==> config.mk <==
export PLATFORM = sky130hd
export DESIGN_NAME = rv_decoder
export DESIGN_NICKNAME = d
export VERILOG_FILES = /design/src/rtl/rv_decode_pkg.sv /design/src/rtl/imm_gen.sv /design/src/rtl/hazard_detect.sv /design/src/rtl/issue_fsm.sv /design/src/rtl/ctrl_decode.sv /design/src/rtl/rv_decoder.sv
export VERILOG_INCLUDE_DIRS = /design/src /design/src/rtl
export SDC_FILE = /design/constraint.sdc
export NUM_CORES = 1
export LEC_CHECK = 0
export BUFFER_PORTS_ARGS = -buffer_cell sky130_fd_sc_hd__buf_2
export CAP_MARGIN = 30
export CORE_ASPECT_RATIO = 0.9
export CORE_MARGIN = 1
export CORE_UTILIZATION = 50
export DETAILED_ROUTE_END_ITERATION = 16
export PLACE_DENSITY = 0.93
export SLEW_MARGIN = 0
export SYNTH_ARGS = -nofsm -noshare
export SYNTH_HDL_FRONTEND = slang
export SYNTH_SLANG_ARGS = --single-unit
==> constraint.sdc <==
create_clock -name clk_i -period 6.4 [get_ports clk_i]
set_clock_uncertainty 0.1 [all_clocks]
set_input_delay 1.28 -clock clk_i [delete_from_list [all_inputs] [get_ports clk_i]]
set_output_delay 1.28 -clock clk_i [all_outputs]
set_load 0.02 [all_outputs]
==> src/rtl/rv_decode_params.svh <==
/* RV32I decode stage widths */

`ifndef RV_DECODE_PARAMS_SVH
`define RV_DECODE_PARAMS_SVH

// Datapath and PC width
`define RV_XLEN 32

// Register file address width
`define RV_REG_AW 5

// Control field widths
`define RV_ALU_OP_W 4
`define RV_LSU_CTRL_W 4

// Instruction field widths
`define RV_OPCODE_W 7
`define RV_FUNCT3_W 3

// Encoded widths of the format select and the sequencer state
`define RV_IMM_FMT_W 3
`define RV_STATE_W 3

// Return address is PC plus one instruction
`define RV_LINK_OFFSET 4

`endif

==> src/rtl/rv_decode_pkg.sv <==
/* RV32I decode types */

`include "rv_decode_params.svh"

package rv_decode_pkg;

  // Major opcodes handled by the decoder
  typedef enum logic [`RV_OPCODE_W-1:0] {
    OPC_LOAD  = 7'b0000011,
    OPC_OPIMM = 7'b0010011,
    OPC_AUIPC = 7'b0010111,
    OPC_STORE = 7'b0100011,
    OPC_OP    = 7'b0110011,
    OPC_LUI   = 7'b0110111,
    OPC_JALR  = 7'b1100111,
    OPC_JAL   = 7'b1101111
  } opcode_e;

  // ALU select is {instr[30], funct3}
  typedef enum logic [`RV_ALU_OP_W-1:0] {
    ALU_ADD  = 4'b0000,
    ALU_SLL  = 4'b0001,
    ALU_SLT  = 4'b0010,
    ALU_SLTU = 4'b0011,
    ALU_XOR  = 4'b0100,
    ALU_SRL  = 4'b0101,
    ALU_OR   = 4'b0110,
    ALU_AND  = 4'b0111,
    ALU_SUB  = 4'b1000,
    ALU_SRA  = 4'b1101
  } alu_op_e;

  typedef enum logic [`RV_IMM_FMT_W-1:0] {
    IMM_NONE, IMM_I, IMM_SHAMT, IMM_S, IMM_U, IMM_J, IMM_LINK
  } imm_fmt_e;

  typedef enum logic [`RV_STATE_W-1:0] {
    ST_RUN, ST_STALL, ST_JAL, ST_JALR_LINK, ST_JALR_ADDR, ST_JALR_JMP, ST_ERROR
  } issue_state_e;

  typedef struct packed {
    opcode_e                           opcode;
    logic [`RV_REG_AW-1:0]             rd;
    logic [`RV_REG_AW-1:0]             rs1;
    logic [`RV_REG_AW-1:0]             rs2;
    logic [`RV_FUNCT3_W-1:0]           funct3;
    logic                              bit30;
    logic [`RV_XLEN-`RV_OPCODE_W-1:0]  upper;  // instr[31:7]
  } instr_fields_t;

  typedef struct packed {
    alu_op_e               alu_sel;
    logic                  op_a;              // Operand A read from rf_addr_a
    logic                  op_b;              // Operand B read from rf_addr_b
    logic [`RV_REG_AW-1:0] dest_addr;
    logic                  wb;
    logic                  use_pc;
    logic                  use_alu_jmp_addr;
    logic [`RV_REG_AW-1:0] rf_addr_a;
    logic [`RV_REG_AW-1:0] rf_addr_b;
    logic                  is_imm;
    logic [`RV_XLEN-1:0]   imm_ext;
  } alu_ctrl_t;

  typedef struct packed {
    logic                      new_req;
    logic [`RV_LSU_CTRL_W-1:0] ctrl;         // {opcode[6], funct3}
    logic [`RV_REG_AW-1:0]     regdest;
  } lsu_ctrl_t;

endpackage

==> src/rtl/imm_gen.sv <==
/* Immediate generator */

`timescale 1ns/1ps
`include "rv_decode_params.svh"

module imm_gen (
  input  rv_decode_pkg::instr_fields_t fields_i,
  input  rv_decode_pkg::imm_fmt_e      fmt_i,
  output logic [`RV_XLEN-1:0]          imm_o,
  output logic [`RV_XLEN-1:0]          j_imm_o
);

  logic [`RV_XLEN-1:0] iw;      // Instruction word rebuilt from the fields
  logic [`RV_XLEN-1:0] i_imm;
  logic [`RV_XLEN-1:0] sh_imm;
  logic [`RV_XLEN-1:0] s_imm;
  logic [`RV_XLEN-1:0] u_imm;
  logic [`RV_XLEN-1:0] j_imm;

  assign iw = {fields_i.upper, fields_i.opcode};

  ////////////////////////////////////////////////////////////
  // Per-format immediates
  ////////////////////////////////////////////////////////////
  assign i_imm  = {{(`RV_XLEN-12){iw[31]}}, iw[31:20]};
  assign sh_imm = {{(`RV_XLEN-5){1'b0}}, iw[24:20]};              // Zero-extended shamt
  assign s_imm  = {{(`RV_XLEN-12){iw[31]}}, iw[31:25], iw[11:7]};
  assign u_imm  = {iw[31:12], 12'b0};
  assign j_imm  = {{(`RV_XLEN-21){iw[31]}}, iw[31], iw[19:12], iw[20], iw[30:21], 1'b0};

  always_comb begin
    case (fmt_i)
      rv_decode_pkg::IMM_I:     imm_o = i_imm;
      rv_decode_pkg::IMM_SHAMT: imm_o = sh_imm;
      rv_decode_pkg::IMM_S:     imm_o = s_imm;
      rv_decode_pkg::IMM_U:     imm_o = u_imm;
      rv_decode_pkg::IMM_J:     imm_o = j_imm;
      rv_decode_pkg::IMM_LINK:  imm_o = `RV_XLEN'(`RV_LINK_OFFSET);
      default:                  imm_o = '0;
    endcase
  end

  assign j_imm_o = j_imm;  // Jump target offset for fetch

endmodule

==> src/rtl/hazard_detect.sv <==
/* Read-after-write detector */

`timescale 1ns/1ps
`include "rv_decode_params.svh"

module hazard_detect (
  input  logic                         clk_i,
  input  logic                         rstn_i,
  input  rv_decode_pkg::instr_fields_t fields_i,
  input  logic                         accept_i,
  output logic                         stall_req_o
);

  logic [`RV_REG_AW-1:0] last_rd_q;  // rd of the last accepted instruction
  logic                  stalled_q;
  logic                  rs1_used;
  logic                  rs2_used;
  logic                  rs1_hit;
  logic                  rs2_hit;

  always_comb begin
    rs1_used = 1'b0;
    rs2_used = 1'b0;
    case (fields_i.opcode)
      rv_decode_pkg::OPC_LOAD,
      rv_decode_pkg::OPC_STORE,
      rv_decode_pkg::OPC_OPIMM: rs1_used = 1'b1;
      rv_decode_pkg::OPC_OP: begin
        rs1_used = 1'b1;
        rs2_used = 1'b1;
      end
      default: ;
    endcase
  end

  assign rs1_hit = rs1_used && (fields_i.rs1 == last_rd_q) && (last_rd_q != '0);
  assign rs2_hit = rs2_used && (fields_i.rs2 == last_rd_q) && (last_rd_q != '0);

  // Never two stalls back to back
  assign stall_req_o = (rs1_hit || rs2_hit) && !stalled_q;

  always_ff @(posedge clk_i) begin
    if (!rstn_i) begin
      last_rd_q <= '0;
      stalled_q <= 1'b0;
    end else begin
      stalled_q <= stall_req_o;
      if (accept_i) begin
        last_rd_q <= (fields_i.opcode == rv_decode_pkg::OPC_STORE) ? '0 : fields_i.rd;
      end
    end
  end

endmodule

==> src/rtl/issue_fsm.sv <==
/* Issue sequencer */

`timescale 1ns/1ps
`include "rv_decode_params.svh"

module issue_fsm (
  input  logic                         clk_i,
  input  logic                         rstn_i,
  input  rv_decode_pkg::instr_fields_t fields_i,
  input  logic                         valid_i,
  input  logic                         stall_req_i,
  input  logic [`RV_XLEN-1:0]          j_imm_i,
  output rv_decode_pkg::issue_state_e  state_o,
  output logic                         accept_o,
  output logic                         ready_o,
  output logic                         jmp_o,
  output logic [`RV_XLEN-1:0]          jmp_addr_o
);

  rv_decode_pkg::issue_state_e prev_q;  // Step taken in the last cycle

  ////////////////////////////////////////////////////////////
  // Current step
  ////////////////////////////////////////////////////////////
  always_comb begin
    if (!valid_i) begin
      state_o = rv_decode_pkg::ST_RUN;  // Idle
    end else begin
      case (fields_i.opcode)
        rv_decode_pkg::OPC_LOAD,
        rv_decode_pkg::OPC_STORE,
        rv_decode_pkg::OPC_OPIMM,
        rv_decode_pkg::OPC_OP: begin
          state_o = stall_req_i ? rv_decode_pkg::ST_STALL : rv_decode_pkg::ST_RUN;
        end
        rv_decode_pkg::OPC_LUI,
        rv_decode_pkg::OPC_AUIPC: state_o = rv_decode_pkg::ST_RUN;
        rv_decode_pkg::OPC_JAL:   state_o = rv_decode_pkg::ST_JAL;
        rv_decode_pkg::OPC_JALR: begin
          // Link, then target, then jump
          case (prev_q)
            rv_decode_pkg::ST_JALR_LINK: state_o = rv_decode_pkg::ST_JALR_ADDR;
            rv_decode_pkg::ST_JALR_ADDR: state_o = rv_decode_pkg::ST_JALR_JMP;
            default:                     state_o = rv_decode_pkg::ST_JALR_LINK;
          endcase
        end
        default: state_o = rv_decode_pkg::ST_ERROR;
      endcase
    end
  end

  always_ff @(posedge clk_i) begin
    if (!rstn_i) begin
      prev_q <= rv_decode_pkg::ST_RUN;
    end else begin
      prev_q <= state_o;
    end
  end

  ////////////////////////////////////////////////////////////
  // Fetch side
  ////////////////////////////////////////////////////////////
  always_comb begin
    case (state_o)
      rv_decode_pkg::ST_RUN,
      rv_decode_pkg::ST_JAL,
      rv_decode_pkg::ST_JALR_JMP: ready_o = 1'b1;
      default:                    ready_o = 1'b0;
    endcase
  end

  assign jmp_o      = (state_o == rv_decode_pkg::ST_JAL);
  assign jmp_addr_o = jmp_o ? j_imm_i : '0;
  assign accept_o   = valid_i && ready_o;  // Fetch may advance

endmodule

==> src/rtl/ctrl_decode.sv <==
/* Control decode table */

`timescale 1ns/1ps
`include "rv_decode_params.svh"

module ctrl_decode (
  input  logic                         clk_i,
  input  logic                         rstn_i,
  input  rv_decode_pkg::instr_fields_t fields_i,
  input  logic                         valid_i,
  input  rv_decode_pkg::issue_state_e  state_i,
  input  logic [`RV_XLEN-1:0]          imm_i,
  input  logic [`RV_XLEN-1:0]          instr_addr_i,
  output rv_decode_pkg::imm_fmt_e      fmt_o,
  output logic [`RV_XLEN-1:0]          instr_addr_o,
  output logic                         illegal_o,
  output rv_decode_pkg::alu_ctrl_t     alu_o,
  output rv_decode_pkg::lsu_ctrl_t     lsu_o
);

  rv_decode_pkg::alu_ctrl_t alu_d;
  rv_decode_pkg::lsu_ctrl_t lsu_d;
  logic                     illegal_d;
  logic                     is_shift;

  assign is_shift = (fields_i.funct3[1:0] == 2'b01);  // SLLI, SRLI, SRAI

  ////////////////////////////////////////////////////////////
  // Opcode and step to control
  ////////////////////////////////////////////////////////////
  always_comb begin
    alu_d         = '0;
    alu_d.alu_sel = rv_decode_pkg::ALU_ADD;
    lsu_d.new_req = 1'b0;
    lsu_d.ctrl    = {fields_i.opcode[6], fields_i.funct3};
    lsu_d.regdest = fields_i.rd;
    illegal_d     = 1'b0;
    fmt_o         = rv_decode_pkg::IMM_NONE;

    case (state_i)
      rv_decode_pkg::ST_STALL: ;            // Bubble
      rv_decode_pkg::ST_ERROR: illegal_d = 1'b1;
      rv_decode_pkg::ST_JAL,
      rv_decode_pkg::ST_JALR_LINK: begin   // rd = PC + 4
        alu_d.use_pc    = 1'b1;
        alu_d.dest_addr = fields_i.rd;
        alu_d.wb        = 1'b1;
        fmt_o           = rv_decode_pkg::IMM_LINK;
      end
      rv_decode_pkg::ST_JALR_ADDR: begin   // rs1 + offset
        alu_d.op_a      = 1'b1;
        alu_d.rf_addr_a = fields_i.rs1;
        fmt_o           = rv_decode_pkg::IMM_I;
      end
      rv_decode_pkg::ST_JALR_JMP: alu_d.use_alu_jmp_addr = 1'b1;
      default: begin
        case (fields_i.opcode)
          rv_decode_pkg::OPC_LOAD,
          rv_decode_pkg::OPC_STORE: begin
            alu_d.op_a      = 1'b1;
            alu_d.rf_addr_a = fields_i.rs1;
            lsu_d.new_req   = 1'b1;
            fmt_o = (fields_i.opcode == rv_decode_pkg::OPC_STORE) ?
                    rv_decode_pkg::IMM_S : rv_decode_pkg::IMM_I;
          end
          rv_decode_pkg::OPC_OPIMM: begin
            alu_d.op_a      = 1'b1;
            alu_d.rf_addr_a = fields_i.rs1;
            alu_d.dest_addr = fields_i.rd;
            alu_d.wb        = 1'b1;
            if (is_shift) begin
              alu_d.alu_sel = rv_decode_pkg::alu_op_e'({fields_i.bit30, fields_i.funct3});
              fmt_o         = rv_decode_pkg::IMM_SHAMT;
            end else begin
              alu_d.alu_sel = rv_decode_pkg::alu_op_e'({1'b0, fields_i.funct3});
              fmt_o         = rv_decode_pkg::IMM_I;
            end
          end
          rv_decode_pkg::OPC_OP: begin
            alu_d.alu_sel   = rv_decode_pkg::alu_op_e'({fields_i.bit30, fields_i.funct3});
            alu_d.op_a      = 1'b1;
            alu_d.op_b      = 1'b1;
            alu_d.rf_addr_a = fields_i.rs1;
            alu_d.rf_addr_b = fields_i.rs2;
            alu_d.dest_addr = fields_i.rd;
            alu_d.wb        = 1'b1;
          end
          rv_decode_pkg::OPC_LUI,
          rv_decode_pkg::OPC_AUIPC: begin  // x0 or PC plus upper immediate
            alu_d.op_a      = 1'b1;
            alu_d.use_pc    = (fields_i.opcode == rv_decode_pkg::OPC_AUIPC);
            alu_d.dest_addr = fields_i.rd;
            alu_d.wb        = 1'b1;
            fmt_o           = rv_decode_pkg::IMM_U;
          end
          default: ;
        endcase
      end
    endcase

    alu_d.is_imm  = !(alu_d.op_a && alu_d.op_b);
    alu_d.imm_ext = imm_i;
  end

  ////////////////////////////////////////////////////////////
  // Output registers
  ////////////////////////////////////////////////////////////
  always_ff @(posedge clk_i) begin
    if (!rstn_i) begin
      alu_o     <= '0;
      lsu_o     <= '0;
      illegal_o <= 1'b0;
    end else if (valid_i) begin
      alu_o     <= alu_d;
      lsu_o     <= lsu_d;
      illegal_o <= illegal_d;
    end else begin
      alu_o.use_pc           <= 1'b0;  // Only the PC-related pulses drop
      alu_o.use_alu_jmp_addr <= 1'b0;
    end
  end

  always_ff @(posedge clk_i) begin
    instr_addr_o <= instr_addr_i;
  end

endmodule

==> src/rtl/rv_decoder.sv <==
/* RV32I decode stage */

`timescale 1ns/1ps
`include "rv_decode_params.svh"

module rv_decoder (
  input  logic                     clk_i,
  input  logic                     rstn_i,
  input  logic [`RV_XLEN-1:0]      instr_i,
  input  logic [`RV_XLEN-1:0]      instr_addr_i,
  input  logic                     instr_valid_i,
  output logic                     ready_o,
  output logic                     jmp_o,
  output logic [`RV_XLEN-1:0]      jmp_addr_o,
  output logic [`RV_XLEN-1:0]      instr_addr_o,
  output logic                     illegal_o,
  output rv_decode_pkg::alu_ctrl_t alu_o,
  output rv_decode_pkg::lsu_ctrl_t lsu_o
);

  rv_decode_pkg::instr_fields_t fields;
  rv_decode_pkg::issue_state_e  state;
  rv_decode_pkg::imm_fmt_e      fmt;
  logic                         stall_req;
  logic                         accept;
  logic [`RV_XLEN-1:0]          imm;
  logic [`RV_XLEN-1:0]          j_imm;

  // Field split
  always_comb begin
    fields.opcode = rv_decode_pkg::opcode_e'(instr_i[6:0]);
    fields.rd     = instr_i[11:7];
    fields.rs1    = instr_i[19:15];
    fields.rs2    = instr_i[24:20];
    fields.funct3 = instr_i[14:12];
    fields.bit30  = instr_i[30];
    fields.upper  = instr_i[31:7];
  end

  hazard_detect u_hazard (
    .clk_i, .rstn_i, .fields_i(fields), .accept_i(accept), .stall_req_o(stall_req)
  );

  issue_fsm u_issue (
    .clk_i, .rstn_i, .fields_i(fields), .valid_i(instr_valid_i),
    .stall_req_i(stall_req), .j_imm_i(j_imm), .state_o(state), .accept_o(accept),
    .ready_o, .jmp_o, .jmp_addr_o
  );

  ctrl_decode u_ctrl (
    .clk_i, .rstn_i, .fields_i(fields), .valid_i(instr_valid_i), .state_i(state),
    .imm_i(imm), .instr_addr_i, .fmt_o(fmt), .instr_addr_o, .illegal_o, .alu_o, .lsu_o
  );

  imm_gen u_imm (
    .fields_i(fields), .fmt_i(fmt), .imm_o(imm), .j_imm_o(j_imm)
  );

endmodule

==> impl_metrics.json <==
{
  "status": "complete, no violations",
  "clkLatencyLatePin_ps": 360,
  "dp_slack_ps": 1832,
  "antenna_cells": 0,
  "vias": 3923,
  "end_kind": "primary output",
  "dp_hpwl_mm": 8.821,
  "drv_slew": 0,
  "synth_ff_type": "dfxtp_1",
  "clock.fmax_mhz": 219.0,
  "post_cts_buffers": 0,
  "hold_class": "reg -> reg",
  "crit_buf_inv": 3,
  "cts_resized": 0,
  "drc": 0,
  "peakVddDrop_v": 0.0002149,
  "ys_seq_area_frac": 0.5161,
  "crit_cells": 8,
  "start_util": 0.5215,
  "drt_iter0_markers": 317,
  "gp_congestion": 0.9056,
  "grt_pass1_wl_mm": 17.60,
  "period_needed_ps": 4566,
  "reg2reg_depth": 8,
  "critical_path_class": "in -> out",
  "die_y_um": 89.24,
  "syn_area_mm2": 0.004228,
  "syn_inst": 439,
  "crit_chain": "buf_2 -> nor4_4 -> nand4_1 -> a21oi_2 -> nor3_2 -> buf_4 -> and2_1 -> buf_2",
  "crit_top_cell": "buf_2",
  "fin_ws_ps": 1834,
  "fin_crit_sh": 0.7134,
  "cts_hold_buf": 0,
  "yosys.area.top_type": "dfxtp_1",
  "tightest_slew_ps": 909.2,
  "critPathMaxStageDelay_ps": 480,
  "postRouteWirelength_mm": 11.79,
  "crit_slowest_cell": "nor4_4",
  "power_density_mw_per_mm2": 234.5,
  "grt_max_degree": 41,
  "wl_per_cell_um": 16.33,
  "viasPerCell": 5.434,
  "antenna_found_initial": 0,
  "grt-ovfl-total": 0,
  "track_usage": 0.2575,
  "dieWidth_um": 98.93,
  "final_hold_viol_count": 0,
  "cp-startpoint": "instr_i[6]",
  "syn_to_final_growth_pct": 28.11,
  "drt_pass1_iterations": 5,
  "setup-violations-final": 0,
  "fin_util": 0.6682,
  "worstPathArrival_ps": 3190,
  "synth_enable_flop_cells": 0,
  "maxCapViolCount": 0,
  "synth_fp_nets": 506,
  "cp-start-kind": "input port",
  "ys_types": 50,
  "synth_seq_cells": 109,
  "clock-sinks": 109,
  "max_slew_margin": 0.3939,
  "io_pins": 201,
  "synth_area_per_cell_um2": 9.631,
  "htreeDepth": 3,
  "synth_top_area_frac": 0.5161,
  "clock-root-buffer": "clkbuf_8",
  "fillers": 659,
  "numCtsBuffers": 9,
  "rows": 31,
  "tns_ps": 0,
  "cp_data_required_time_ps": 5020,
  "cts_tree": "built",
  "critPathMaxFanout": 21,
  "layout-drive-gt1-share": 0.3868,
  "r2r_start": "u_issue.prev_q[1]",
  "core_area_mm2": 0.008107,
  "rsz0062_at_grt": "no",
  "clk_pin_slew_ps": 100,
  "synthArstFlopShare": 0,
  "ant_nets": 0,
  "grt_pass1_vias": 3623,
  "cts_max_path_buffers": 2,
  "yosys_warnings": 0,
  "path_delay_family": "simple AND/OR/NAND/NOR gates",
  "power.leakage_nw": 2.516,
  "layout.nets": 685,
  "hold_start": "u_ctrl.alu_o[10]",
  "min_path_cells": 2,
  "dieArea_mm2": 0.008828,
  "synthTopCellsByArea": "dfxtp_1 (52%), a21oi_1 (5.2%), and2_1 (4.1%)",
  "rrSetupSlack_ps": 3390,
  "port_buffers": 199
}
registers in the layout (all words and copies together), names as in the netlist:
name / count
u_ctrl.alu_o: 57
u_ctrl.illegal_o: 1
u_ctrl.instr_addr_o: 32
u_issue.prev_q: 3
u_hazard.last_rd_q: 5
u_ctrl.lsu_o: 10
u_hazard.stalled_q: 1
power breakdown:
group          switching (mW)  total, mW  internal [mW]
logic                  0.0903      0.136         0.0457
registers             0.00787      0.707          0.699
clock network           0.233      0.428          0.195
total                   0.331       1.27          0.939
cells by family (layout without fill, tap and decap cells):
| group | after synthesis | count (layout) | synth area share |
|---|---|---|---|
| AO/OA/AOI/OAI | 113 | 113 | 0.1903 |
| XOR/XNOR | 11 | 11 | 0.02279 |
| buffers and inverters | 42 | 226 | 0.04972 |
| flip-flops | 109 | 109 | 0.5161 |
| multiplexers | 11 | 11 | 0.02693 |
| other | 1 | 1 | 0.0008870 |
| AND/OR/NAND/NOR | 152 | 152 | 0.1933 |
cells in the final DEF, fill, tap and decap left out, drive strengths merged, types with 4 or more instances in the layout:
| master | Yosys | final |
|---|---|---|
| buf | 18 | 205 |
| dfxtp | 109 | 109 |
| a21oi | 45 | 45 |
| nand2 | 33 | 33 |
| nor2 | 30 | 30 |
| and2 | 29 | 29 |
| o21ai | 22 | 22 |
| nand3 | 14 | 14 |
| a22o | 11 | 11 |
| mux2i | 11 | 11 |
| nor2b | 10 | 10 |
| o21a | 10 | 10 |
| clkbuf | 19 | 10 |
| nor3 | 9 | 9 |
| nand2b | 7 | 7 |
| inv | 5 | 7 |
| xor2 | 6 | 6 |
| nor4 | 6 | 6 |
| xnor2 | 5 | 5 |
| nand3b | 5 | 5 |
| a32oi | 5 | 5 |
| a311oi | 5 | 5 |
| a32o | 4 | 4 |
layout make-up:
type                       count  area [um2]  area share
clock inverter                 6       68.82     0.01271
sequential                   109        2182      0.4029
multi-input combinational    288        1841      0.3398
tap                           99       123.9     0.02287
clock buffer                  10       137.6     0.02541
inverter                       5       18.77    0.003465
timing repair buffer         205        1045      0.1929
per-layer routing:
metal	routed length, um	GRT usage	vias up
li1	-	-	1891
met1	4860	0.3054	1822
met2	5788	0.4545	193
met3	933	0.06568	17
met4	205	0.1004	0
met5	0	0	-
worst register-to-register path, cell delays in order, from the launching register on:
cell and delay (ps):
dfxtp_1 340, or3b_1 380, a21oi_1 240, and2_2 270, a22oi_2 140, a311oi_4 690, nand2_1 420, a21oi_1 240
o21a_1 130
cells in the mapped netlist (2+ instances only):
cell type,count
o21ai_1,6
a211oi_1,2
clkbuf_1,19
dfxtp_1,109
a32o_1,4
nand2_1,33
and3_1,3
nor4_2,2
buf_1,2
a32oi_1,5
mux2i_1,10
o21ai_0,16
and2_1,28
buf_4,13
o21bai_1,2
inv_1,4
nor2b_1,10
nand2b_1,7
nand3_1,14
nor4_1,3
o21a_1,10
a311oi_2,4
nor3_1,9
a21oi_1,44
xnor2_1,5
buf_2,3
xor2_1,6
nand3b_1,5
a22o_1,11
nand4_1,2
nor2_1,29
worst paths after layout:
kind	to
worst max-delay path	jmp_addr_o[24]
worst min-delay path	u_ctrl.alu_o[10]
worst max register to register	u_ctrl.alu_o[13]
worst min register to register	u_ctrl.alu_o[10]
metrics by stage:
step	total power, mW	cell area [um2]	hold WS (ps)	instances
after global routing	1.318	5416	385.9	722
after floorplan	0.7934	4228	371.6	439
after detailed placement	0.8578	5210	354.5	706
after global placement	0.8533	5191	348.4	704
after CTS	1.280	5416	369.0	722
final	1.270	5416	369.0	722
Power figures use the tool's default switching activity.
